<file path="src/hdl/unicore_cfg.svh">
`ifndef UNICORE_CFG_SVH
`define UNICORE_CFG_SVH

// Message field widths
`define UNICORE_ADDR_W     40
`define UNICORE_DATA_W     64
`define UNICORE_LCE_ID_W   2
`define UNICORE_SIZE_W     3

// Requesters: icache engine, dcache engine, incoming I/O
`define UNICORE_NUM_REQ    3

// Local address map
`define UNICORE_DID_W      3
`define UNICORE_DEV_W      4
`define UNICORE_OFFSET_W   20
`define UNICORE_DRAM_BASE  40'h00_8000_0000

`define UNICORE_DEV_BOOT   4'd0
`define UNICORE_DEV_HOST   4'd1
`define UNICORE_DEV_CACHE  4'd4

`endif
</file>
<file path="src/hdl/unicore_pkg.sv">
`default_nettype none

`include "unicore_cfg.svh"

package unicore_pkg;

  typedef enum logic [1:0]
  {
    e_mem_rd    = 2'b00
    , e_mem_wr    = 2'b01
    , e_mem_uc_rd = 2'b10
    , e_mem_uc_wr = 2'b11
  } msg_type_e;

  typedef struct packed
  {
    msg_type_e                    msg_type;
    logic [`UNICORE_ADDR_W-1:0]   addr;
    logic [`UNICORE_SIZE_W-1:0]   size;
    logic [`UNICORE_LCE_ID_W-1:0] lce_id;
  } mem_header_s;

  typedef struct packed
  {
    mem_header_s                header;
    logic [`UNICORE_DATA_W-1:0] data;
  } mem_msg_s;

  // Local window split: domain, unused upper bits, device, offset
  typedef struct packed
  {
    logic [`UNICORE_DID_W-1:0]    did;
    logic [`UNICORE_ADDR_W-`UNICORE_DID_W-`UNICORE_DEV_W-`UNICORE_OFFSET_W-1:0] upper;
    logic [`UNICORE_DEV_W-1:0]    dev;
    logic [`UNICORE_OFFSET_W-1:0] offset;
  } paddr_local_s;

  typedef union packed
  {
    logic [`UNICORE_ADDR_W-1:0] raw;
    paddr_local_s               loc;
  } paddr_u;

endpackage

`default_nettype wire

</file>
<file path="src/hdl/unicore_mem_top.sv">
`timescale 1ns/1ps
`default_nettype none

`include "unicore_cfg.svh"

module unicore_mem_top
  (  input  wire                                        clk_i
   , input  wire                                        rst_n_i

   // Requester ports: icache engine, dcache engine, incoming I/O
   , input  wire unicore_pkg::mem_msg_s [`UNICORE_NUM_REQ-1:0] req_cmd_i
   , input  wire [`UNICORE_NUM_REQ-1:0]                 req_cmd_v_i
   , output logic [`UNICORE_NUM_REQ-1:0]                req_cmd_ready_o

   , output unicore_pkg::mem_msg_s [`UNICORE_NUM_REQ-1:0] req_resp_o
   , output logic [`UNICORE_NUM_REQ-1:0]                req_resp_v_o
   , input  wire [`UNICORE_NUM_REQ-1:0]                 req_resp_ready_i

   // Outgoing I/O
   , output unicore_pkg::mem_msg_s                      io_cmd_o
   , output logic                                       io_cmd_v_o
   , input  wire                                        io_cmd_ready_i

   , input  wire unicore_pkg::mem_msg_s                 io_resp_i
   , input  wire                                        io_resp_v_i
   , output logic                                       io_resp_ready_o

   // Toward DRAM
   , output unicore_pkg::mem_msg_s                      mem_cmd_o
   , output logic                                       mem_cmd_v_o
   , input  wire                                        mem_cmd_ready_i

   , input  wire unicore_pkg::mem_msg_s                 mem_resp_i
   , input  wire                                        mem_resp_v_i
   , output logic                                       mem_resp_ready_o
   );

  unicore_pkg::mem_msg_s [`UNICORE_NUM_REQ-1:0] cmd_head;
  logic [`UNICORE_NUM_REQ-1:0]                  cmd_head_v;
  logic [`UNICORE_NUM_REQ-1:0]                  cmd_yumi;

  unicore_pkg::mem_msg_s                        resp_q_data;
  logic [`UNICORE_NUM_REQ-1:0]                  resp_q_v;
  logic [`UNICORE_NUM_REQ-1:0]                  resp_q_ready;
  logic [`UNICORE_NUM_REQ-1:0]                  resp_yumi;

  unicore_pkg::mem_msg_s lb_cmd;
  logic                  lb_cmd_v;
  logic                  lb_cmd_ready;
  unicore_pkg::mem_msg_s lb_resp;
  logic                  lb_resp_v;
  logic                  lb_resp_yumi;

  // Response ports leave the tile as valid/ready
  assign resp_yumi = req_resp_ready_i & req_resp_v_o;

  for (genvar i = 0; i < `UNICORE_NUM_REQ; i++)
  begin : g_fifo
    two_fifo cmd_fifo
      (.clk_i   (clk_i)
      ,.rst_n_i (rst_n_i)
      ,.data_i  (req_cmd_i[i])
      ,.v_i     (req_cmd_v_i[i])
      ,.ready_o (req_cmd_ready_o[i])
      ,.data_o  (cmd_head[i])
      ,.v_o     (cmd_head_v[i])
      ,.yumi_i  (cmd_yumi[i])
      );

    two_fifo resp_fifo
      (.clk_i   (clk_i)
      ,.rst_n_i (rst_n_i)
      ,.data_i  (resp_q_data)
      ,.v_i     (resp_q_v[i])
      ,.ready_o (resp_q_ready[i])
      ,.data_o  (req_resp_o[i])
      ,.v_o     (req_resp_v_o[i])
      ,.yumi_i  (resp_yumi[i])
      );
  end

  cmd_router i_cmd_router
    (.head_i          (cmd_head)
    ,.head_v_i        (cmd_head_v)
    ,.yumi_o          (cmd_yumi)
    ,.io_cmd_o        (io_cmd_o)
    ,.io_cmd_v_o      (io_cmd_v_o)
    ,.io_cmd_ready_i  (io_cmd_ready_i)
    ,.mem_cmd_o       (mem_cmd_o)
    ,.mem_cmd_v_o     (mem_cmd_v_o)
    ,.mem_cmd_ready_i (mem_cmd_ready_i)
    ,.lb_cmd_o        (lb_cmd)
    ,.lb_cmd_v_o      (lb_cmd_v)
    ,.lb_cmd_ready_i  (lb_cmd_ready)
    );

  loopback i_loopback
    (.clk_i       (clk_i)
    ,.rst_n_i     (rst_n_i)
    ,.cmd_i       (lb_cmd)
    ,.cmd_v_i     (lb_cmd_v)
    ,.cmd_ready_o (lb_cmd_ready)
    ,.resp_o      (lb_resp)
    ,.resp_v_o    (lb_resp_v)
    ,.resp_yumi_i (lb_resp_yumi)
    );

  resp_router i_resp_router
    (.lb_resp_i        (lb_resp)
    ,.lb_resp_v_i      (lb_resp_v)
    ,.lb_resp_yumi_o   (lb_resp_yumi)
    ,.mem_resp_i       (mem_resp_i)
    ,.mem_resp_v_i     (mem_resp_v_i)
    ,.mem_resp_ready_o (mem_resp_ready_o)
    ,.io_resp_i        (io_resp_i)
    ,.io_resp_v_i      (io_resp_v_i)
    ,.io_resp_ready_o  (io_resp_ready_o)
    ,.q_data_o         (resp_q_data)
    ,.q_v_o            (resp_q_v)
    ,.q_ready_i        (resp_q_ready)
    );

endmodule

`default_nettype wire

</file>
<file path="src/hdl/loopback.sv">
`timescale 1ns/1ps
`default_nettype none

module loopback
  (  input  wire                      clk_i
   , input  wire                      rst_n_i

   , input  wire unicore_pkg::mem_msg_s cmd_i
   , input  wire                      cmd_v_i
   , output logic                     cmd_ready_o

   , output unicore_pkg::mem_msg_s    resp_o
   , output logic                     resp_v_o
   , input  wire                      resp_yumi_i
   );

  unicore_pkg::mem_msg_s resp_r;

  logic full_r;
  logic take;
  logic is_read;

  assign cmd_ready_o = ~full_r;
  assign take        = cmd_v_i & cmd_ready_o;
  assign is_read     = (cmd_i.header.msg_type == unicore_pkg::e_mem_rd)
                     | (cmd_i.header.msg_type == unicore_pkg::e_mem_uc_rd);

  always_ff @(posedge clk_i or negedge rst_n_i)
  begin
    if (!rst_n_i)
      full_r <= 1'b0;
    else if (take)
      full_r <= 1'b1;
    else if (resp_yumi_i)
      full_r <= 1'b0;
  end

  // Reads of unmapped space return zero
  always_ff @(posedge clk_i)
  begin
    if (take)
    begin
      resp_r.header <= cmd_i.header;
      resp_r.data   <= is_read ? '0 : cmd_i.data;
    end
  end

  assign resp_o   = resp_r;
  assign resp_v_o = full_r;

endmodule

`default_nettype wire

</file>
<file path="src/hdl/resp_router.sv">
`timescale 1ns/1ps
`default_nettype none

`include "unicore_cfg.svh"

module resp_router
  (  input  wire unicore_pkg::mem_msg_s lb_resp_i
   , input  wire                      lb_resp_v_i
   , output logic                     lb_resp_yumi_o

   , input  wire unicore_pkg::mem_msg_s mem_resp_i
   , input  wire                      mem_resp_v_i
   , output logic                     mem_resp_ready_o

   , input  wire unicore_pkg::mem_msg_s io_resp_i
   , input  wire                      io_resp_v_i
   , output logic                     io_resp_ready_o

   , output unicore_pkg::mem_msg_s    q_data_o
   , output logic [`UNICORE_NUM_REQ-1:0] q_v_o
   , input  wire [`UNICORE_NUM_REQ-1:0]  q_ready_i
   );

  logic all_ready;
  logic mem_grant;
  logic io_grant;
  logic any_grant;

  // Every response queue must have room, whoever the target is
  assign all_ready = &q_ready_i;

  // Loopback, then memory, then I/O
  assign lb_resp_yumi_o   = all_ready & lb_resp_v_i;
  assign mem_resp_ready_o = all_ready & ~lb_resp_v_i;
  assign io_resp_ready_o  = all_ready & ~lb_resp_v_i & ~mem_resp_v_i;

  assign mem_grant = mem_resp_ready_o & mem_resp_v_i;
  assign io_grant  = io_resp_ready_o & io_resp_v_i;
  assign any_grant = lb_resp_yumi_o | mem_grant | io_grant;

  always_comb
  begin
    if (lb_resp_v_i)
      q_data_o = lb_resp_i;
    else if (mem_resp_v_i)
      q_data_o = mem_resp_i;
    else
      q_data_o = io_resp_i;
  end

  // Steer by requester id
  for (genvar i = 0; i < `UNICORE_NUM_REQ; i++)
  begin : g_steer
    localparam logic [`UNICORE_LCE_ID_W-1:0] LceId = i;

    assign q_v_o[i] = any_grant & (q_data_o.header.lce_id == LceId);
  end

endmodule

`default_nettype wire

</file>
<file path="src/hdl/cmd_router.sv">
`timescale 1ns/1ps
`default_nettype none

`include "unicore_cfg.svh"

module cmd_router
  (  input  wire unicore_pkg::mem_msg_s [`UNICORE_NUM_REQ-1:0] head_i
   , input  wire [`UNICORE_NUM_REQ-1:0]               head_v_i
   , output logic [`UNICORE_NUM_REQ-1:0]              yumi_o

   , output unicore_pkg::mem_msg_s                    io_cmd_o
   , output logic                                     io_cmd_v_o
   , input  wire                                      io_cmd_ready_i

   , output unicore_pkg::mem_msg_s                    mem_cmd_o
   , output logic                                     mem_cmd_v_o
   , input  wire                                      mem_cmd_ready_i

   , output unicore_pkg::mem_msg_s                    lb_cmd_o
   , output logic                                     lb_cmd_v_o
   , input  wire                                      lb_cmd_ready_i
   );

  unicore_pkg::mem_msg_s sel_msg;
  unicore_pkg::paddr_u   sel_addr;

  logic                      all_ready;
  logic                      any_grant;
  logic                      local_cmd;
  logic                      other_domain;
  logic [`UNICORE_DEV_W-1:0] dev;
  logic                      is_io;
  logic                      is_mem;
  logic                      is_lb;

  // A stalled destination blocks every requester
  assign all_ready = io_cmd_ready_i & mem_cmd_ready_i & lb_cmd_ready_i;

  always_comb
  begin
    yumi_o = '0;
    if (all_ready)
    begin
      for (int i = 0; i < `UNICORE_NUM_REQ; i++)
      begin
        if (head_v_i[i] && (yumi_o == '0))
          yumi_o[i] = 1'b1;
      end
    end
  end

  always_comb
  begin
    sel_msg = '0;
    for (int i = 0; i < `UNICORE_NUM_REQ; i++)
    begin
      if (yumi_o[i])
        sel_msg = head_i[i];
    end
  end

  assign any_grant = |yumi_o;

  // Address map
  assign sel_addr.raw = sel_msg.header.addr;
  assign local_cmd    = (sel_addr.raw < `UNICORE_DRAM_BASE);
  assign dev          = sel_addr.loc.dev;
  assign other_domain = (sel_addr.loc.did != '0);

  assign is_io  = (local_cmd & ((dev == `UNICORE_DEV_BOOT) | (dev == `UNICORE_DEV_HOST)))
                | other_domain;
  // Other domains also sit above the DRAM base so I/O claims them first
  assign is_mem = ~is_io & (~local_cmd | (dev == `UNICORE_DEV_CACHE));
  assign is_lb  = ~is_io & ~is_mem;

  assign io_cmd_o  = sel_msg;
  assign mem_cmd_o = sel_msg;
  assign lb_cmd_o  = sel_msg;

  assign io_cmd_v_o  = any_grant & is_io;
  assign mem_cmd_v_o = any_grant & is_mem;
  assign lb_cmd_v_o  = any_grant & is_lb;

endmodule

`default_nettype wire

</file>
<file path="src/hdl/two_fifo.sv">
`timescale 1ns/1ps
`default_nettype none

module two_fifo
  (  input  wire                      clk_i
   , input  wire                      rst_n_i

   , input  wire unicore_pkg::mem_msg_s data_i
   , input  wire                      v_i
   , output logic                     ready_o

   , output unicore_pkg::mem_msg_s    data_o
   , output logic                     v_o
   , input  wire                      yumi_i
   );

  unicore_pkg::mem_msg_s mem_r [2];

  logic wr_ptr_r;
  logic rd_ptr_r;
  logic full_r;
  logic enq;
  logic deq;

  assign enq = v_i & ready_o;
  assign deq = yumi_i;

  assign ready_o = ~full_r;
  // Empty when pointers meet and not full
  assign v_o     = full_r | (wr_ptr_r != rd_ptr_r);
  assign data_o  = mem_r[rd_ptr_r];

  always_ff @(posedge clk_i or negedge rst_n_i)
  begin
    if (!rst_n_i)
    begin
      wr_ptr_r <= 1'b0;
      rd_ptr_r <= 1'b0;
      full_r   <= 1'b0;
    end
    else
    begin
      if (enq)
        wr_ptr_r <= ~wr_ptr_r;
      if (deq)
        rd_ptr_r <= ~rd_ptr_r;

      if (full_r)
        full_r <= ~deq;
      else
        full_r <= enq & ~deq & (wr_ptr_r != rd_ptr_r);  // second entry lands
    end
  end

  always_ff @(posedge clk_i)
  begin
    if (enq)
      mem_r[wr_ptr_r] <= data_i;
  end

endmodule

`default_nettype wire

</file>
<file path="config.mk">
export PLATFORM = sky130hd
export DESIGN_NAME = unicore_mem_top
export DESIGN_NICKNAME = d
export VERILOG_FILES = /design/src/hdl/unicore_pkg.sv /design/src/hdl/unicore_mem_top.sv /design/src/hdl/loopback.sv /design/src/hdl/resp_router.sv /design/src/hdl/cmd_router.sv /design/src/hdl/two_fifo.sv
export VERILOG_INCLUDE_DIRS = /design/src /design/src/hdl
export SDC_FILE = /design/constraint.sdc
export NUM_CORES = 1
export LEC_CHECK = 0
export BUFFER_PORTS_ARGS = -buffer_cell sky130_fd_sc_hd__buf_2
export CAP_MARGIN = 20
export CORE_AREA = 2 2 443 445
export CTS_CLUSTER_DIAMETER = 100
export DETAILED_ROUTE_END_ITERATION = 8
export DIE_AREA = 0 0 445 447
export PLACE_DENSITY_LB_ADDON = 0.1
export SLEW_MARGIN = 20
export SYNTH_ARGS = -nofsm -noshare
export SYNTH_HDL_FRONTEND = slang
export SYNTH_SLANG_ARGS = --single-unit
</file>
<file path="constraint.sdc">
create_clock -name clk_i -period 14.4 [get_ports clk_i]
set_input_delay 1.44 -clock clk_i [delete_from_list [all_inputs] [get_ports clk_i]]
set_output_delay 1.44 -clock clk_i [all_outputs]
set_load 0.02 [all_outputs]
</file>
# After elaboration in Yosys (flattened, before gate mapping)

Memory sizes are Yosys's and may differ from the RTL's.
Cells that the tools add are included.

Logic and storage cells: 161
Latch bits: 0
Bits in writable memories: 1,332
Memories kept: 6
Flip-flop bits (word level): 130
ROM bits: 0

Muxes and demuxes: 31
Order comparisons: 1
Shift operators: 0
Reduce and logical (&&, ||, !) cells: 10
Eq/ne operators: 11
Bitwise operators: 78
Multipliers: 0
Divide/modulo/power cells: 0
Add/sub/neg operators: 0

Memory list:

| name                      | words | bits a word | read ports | clocked after memory_dff | wr ports | line           | text |
|---|---|---|---|---|---|---|---|
| g_fifo[0].cmd_fifo.mem_r  | 2     | 111         | 1          | 0                        | 1        | two_fifo.sv:17 | `unicore_pkg::mem_msg_s mem_r [2];` |
| g_fifo[0].resp_fifo.mem_r | 2     | 111         | 1          | 0                        | 1        | two_fifo.sv:17 |  |
| g_fifo[1].cmd_fifo.mem_r  | 2     | 111         | 1          | 0                        | 1        | two_fifo.sv:17 |  |
| g_fifo[1].resp_fifo.mem_r | 2     | 111         | 1          | 0                        | 1        | two_fifo.sv:17 |  |
| g_fifo[2].cmd_fifo.mem_r  | 2     | 111         | 1          | 0                        | 1        | two_fifo.sv:17 |  |
| g_fifo[2].resp_fifo.mem_r | 2     | 111         | 1          | 0                        | 1        | two_fifo.sv:17 |  |

Operators with widths:

| cell                 | number |
|---|---|
| $mux 111             | 5 |
| $lt 40x32->1 const B | 1 |
| $and 1x1->1          | 35 |
| $not 1->1            | 30 |
| $mux 1               | 25 |
| $or 1x1->1           | 12 |
| $logic_not 2->1      | 3 |
| $ne 1x1->1           | 6 |
| $eq 2x2->1 const B   | 2 |
| $eq 4x1->1 const B   | 1 |
| $eq 4x3->1 const B   | 1 |
| $logic_not 4->1      | 1 |
| $and 3x3->3          | 1 |
| $mux 3               | 1 |
| $reduce_and 3->1     | 1 |
| $reduce_bool 3->1    | 1 |
| $reduce_or 3->1      | 1 |
| $eq 2x1->1 const B   | 1 |
| $logic_and 1x1->1    | 2 |
| $reduce_bool 2->1    | 1 |

# Logic depth before layout (Yosys ltp)

Depth after elaboration: 26
Gate-level depth with buffers: 11
Gate-level depth less buffers: 7

# Cells and area by module

A second synthesis with hierarchy kept.

Cell total of the unflattened synthesis: 3,331
Area total of the unflattened synthesis: 60,739.5 µm²

Modules (own cells, without submodules):

| module          | times used | sequential area each (µm²) | cells an instance | area each (µm²) |
|---|---|---|---|---|
| two_fifo        | 6          | 6,741.5                    | 359               | 8,441.8 |
| loopback        | 1          | 3,358.2                    | 185               | 3,886.2 |
| cmd_router      | 1          | 0.0                        | 608               | 3,718.6 |
| resp_router     | 1          | 0.0                        | 381               | 2,464.9 |
| unicore_mem_top | 1          | 0.0                        | 3                 | 18.8 |

# Worst setup path before layout

OpenSTA, ideal clock, no wires.

Kind: in2reg
From: input port mem_cmd_ready_i
To: register i_loopback.resp_r (netlist bit i_loopback.resp_o[0]), enable pin
Setup time: 561 ps
Path slack: 6,575 ps
Stages on the path: 8
Arrival: 7,264 ps
Cells stage by stage: and4bb_1 buf_2 o211ai_2 buf_6 o22a_1 mux2i_1 a21oi_1 nor3_2

RTL lines:

| element     | line                  | text |
|---|---|---|
| from (decl) | unicore_mem_top.sv:31 | `, input wire mem_cmd_ready_i` |
| to (decl)   | loopback.sv:17        | `unicore_pkg::mem_msg_s resp_r;` |

==> impl_metrics.ini <==
[run]
cap_violations = 0

[synthesis]
yosysMostFrequentCell = edfxtp_1
synth_warnings = 0
ys_ff_latch = 1462
netlist_area_mm2 = 0.05746
synth-edff-count = 1443
yosysUniqueCellTypes = 45
avgSynthCellArea_um2 = 17.65
synth_fp_nets = 3823
seq_area_frac_synth_pct = 76.24
syn_inst = 3256
yosys-top-cells-area = edfxtp_1, mux2i_1, mux2_2, buf_4, o22ai_1
synth_ff_type = edfxtp_1
async_flop_share_pct = 1.300
synth_top_area_share_pct = 75.42
synth_top_cell_by_area = edfxtp_1
synth_common_cells = edfxtp_1, mux2i_1, mux2_2, nand2_1, buf_4

[sta]
rsz0062_at_grt = false
timing.final.crit_share_pct = 44.71
worstMarginPinSlew_ns = 1.159
finalHoldViolations = 0
min_period_ns = 6.438
maxSlewViolCount = 0
whs_ns = 0.5251
relSlewSlack_pct = 21.91
setup_viol = 0
finClkSkew_ns = 0.02972
tns_ns = 0
fmax_mhz = 155.3

[floorplan]
die_area_mm2 = 0.1989
die_y_um = 447
core_mm2 = 0.1942
rows = 162
die_w_um = 445
start_util_pct = 29.59
ios = 1132

[clock_tree]
path_clk_slew_ns = 0.06
insertion_delay_ns = 0.81
htree_num_levels = 4
cts_root_buf = clkbuf_16
cts_resized = 0
cts_setup_buffers = 0
cts_hold_buf = 0
clock_path_buffers = 3
cts_sinks = 1462
cts_buffers = 170
cts_tree = yes

[placed_design]
dp_hpwl_um = 155200
portBuffers = 1131
place_area_mm2 = 0.06536
place_congestion = 0.8398

[finish]
num-fill-cells = 18600
syn2layout_area_growth_pct = 22.79
drive_gt1_share_pct = 40.05
nets = 4904
fin_util_pct = 36.33
stdcell_area_mm2 = 0.07055

[critical_path]
crit_required_ns = 12.96
rrSetupSlack_ns = 9.03
rr_startpoint = g_fifo[1].cmd_fifo.rd_ptr_r
worst_setup_path_end_kind = primary output
arrival_ns = 5.00
reg2regPathDepth = 9
startpoint = g_fifo[1].cmd_fifo.rd_ptr_r
critPathKind = register to primary output
reg2reg_to = i_loopback.resp_o[39]
critical_path.max_fanout = 62
critPathLaunchType = register
crit_end = mem_cmd_o[78]

[global_routing]
antenna_found_initial = 125
track_usage_pct = 21.28
grt_overflow_total = 0
grt_start_max_net_pins = 112
grt_pass1_vias = 32130
grt_pass1_wl_um = 286100

[drt]
drcViolationCount = 0
wire_per_inst_um = 31.14
wl_um = 219200
firstDrtPassIters = 7
drt_iter0_drc = 2659
postRouteAntennaNets = 0
vias_per_cell = 4.755
num_vias = 33470

[hold_path]
min_path_cells = 2
hp-class = register to register

[power]
powerDensity_mw_per_mm2 = 215.9
p_leak_nw = 25.79
peakVddDrop_v = 0.0001179

[outcome]
outcome = completed
through the flow:
step           worst slack [ns]  cells  power, mW
6_report                  7.962   7039      15.23
5_1_grt                   7.699   7020      15.85
4_1_cts                   7.814   7006      15.48
3_5_place_dp              8.092   6707      11.40
3_3_place_gp              8.072   6705      11.37
2_1_floorplan             6.575   3256      9.186
final cells by class:
cell class	instances	area, um^2	share of cell area (%)
Timing Repair Buffer	1198	6205	8.794
Inverter	8	30.03	0.04256
Clock inverter	82	594.3	0.8424
Sequential cell	1462	43830	62.13
Multi-Input combinational cell	1497	12110	17.17
Tap cell	2542	3181	4.508
Clock buffer	217	4516	6.400
Antenna cell	33	82.58	0.1170
critical path, stage by stage (launching register included):
cell and delay, ns:
dfrtp_4 0.96, xnor2_1 0.27, nand4_4 0.19, nor2_4 0.11, buf_4 0.50, buf_4 0.65
nor2_1 0.11, a21oi_1 0.91, buf_2 0.33
flip-flops by register name, summed over array words and instances, names as in the netlist:
register	flops
g_fifo.cmd_fifo.mem_r	666
g_fifo.resp_fifo.mem_r	666
i_loopback.resp_o	111
g_fifo.cmd_fifo.full_r	3
g_fifo.cmd_fifo.rd_ptr_r	3
g_fifo.cmd_fifo.wr_ptr_r	3
g_fifo.resp_fifo.full_r	3
g_fifo.resp_fifo.rd_ptr_r	3
g_fifo.resp_fifo.wr_ptr_r	3
i_loopback.resp_v_o	1
kinds of logic (layout without fill, tap and decap cells):
family,Yosys count,after routing,share of synthesized area [%]
DFF,1462,1462,76.24
muxes,781,781,14.36
AOI/OAI and AO/OA,352,352,3.432
and+or+nand+nor,344,344,2.735
buffers and inverters,297,1505,2.877
xor gates and xnor gates,20,20,0.3506
other,0,33,0
worst min path at each step:
stage                                     startpoint                         end  slack (ns)
after floorplan           g_fifo[1].resp_fifo.full_r  g_fifo[1].resp_fifo.full_r        0.48
after global placement     g_fifo[2].cmd_fifo.full_r   g_fifo[2].cmd_fifo.full_r        0.51
after detailed placement   g_fifo[2].cmd_fifo.full_r   g_fifo[2].cmd_fifo.full_r        0.52
after CTS                  g_fifo[2].cmd_fifo.full_r   g_fifo[2].cmd_fifo.full_r        0.53
after global routing      g_fifo[2].resp_fifo.full_r  g_fifo[2].resp_fifo.full_r        0.58
final                      g_fifo[2].cmd_fifo.full_r   g_fifo[2].cmd_fifo.full_r        0.53
report_power, final:
group	switching [mW]	internal [mW]	total [mW]
Clock	1.73	2.31	4.04
Sequential	0.293	5.71	6.01
Combinational	3.69	1.50	5.19
layer usage:
layer | wire length, um | track usage [%] | vias to the layer above
li1 | - | - | 14700
met1 | 93330 | 28.09 | 17250
met2 | 106900 | 35.14 | 1090
met3 | 12910 | 4.556 | 384
met4 | 5732 | 6.263 | 48
met5 | 304 | 0 | -
placed cells by master (no fill, tap or decap), types with 12 or more instances in the layout:
cell type / count
mux2_2: 347
mux2i_1: 434
clkbuf_16: 174
clkinv_2: 23
o21ai_0: 99
nand2_1: 123
xnor2_1: 16
nor2_1: 112
a21oi_1: 108
dfrtp_1: 12
nor2b_1: 65
diode_2: 33
buf_2: 1131
buf_4: 63
clkbuf_1: 43
clkinv_1: 43
o21ai_1: 14
edfxtp_1: 1443
o22ai_1: 104
Power figures use the tool's default switching activity.
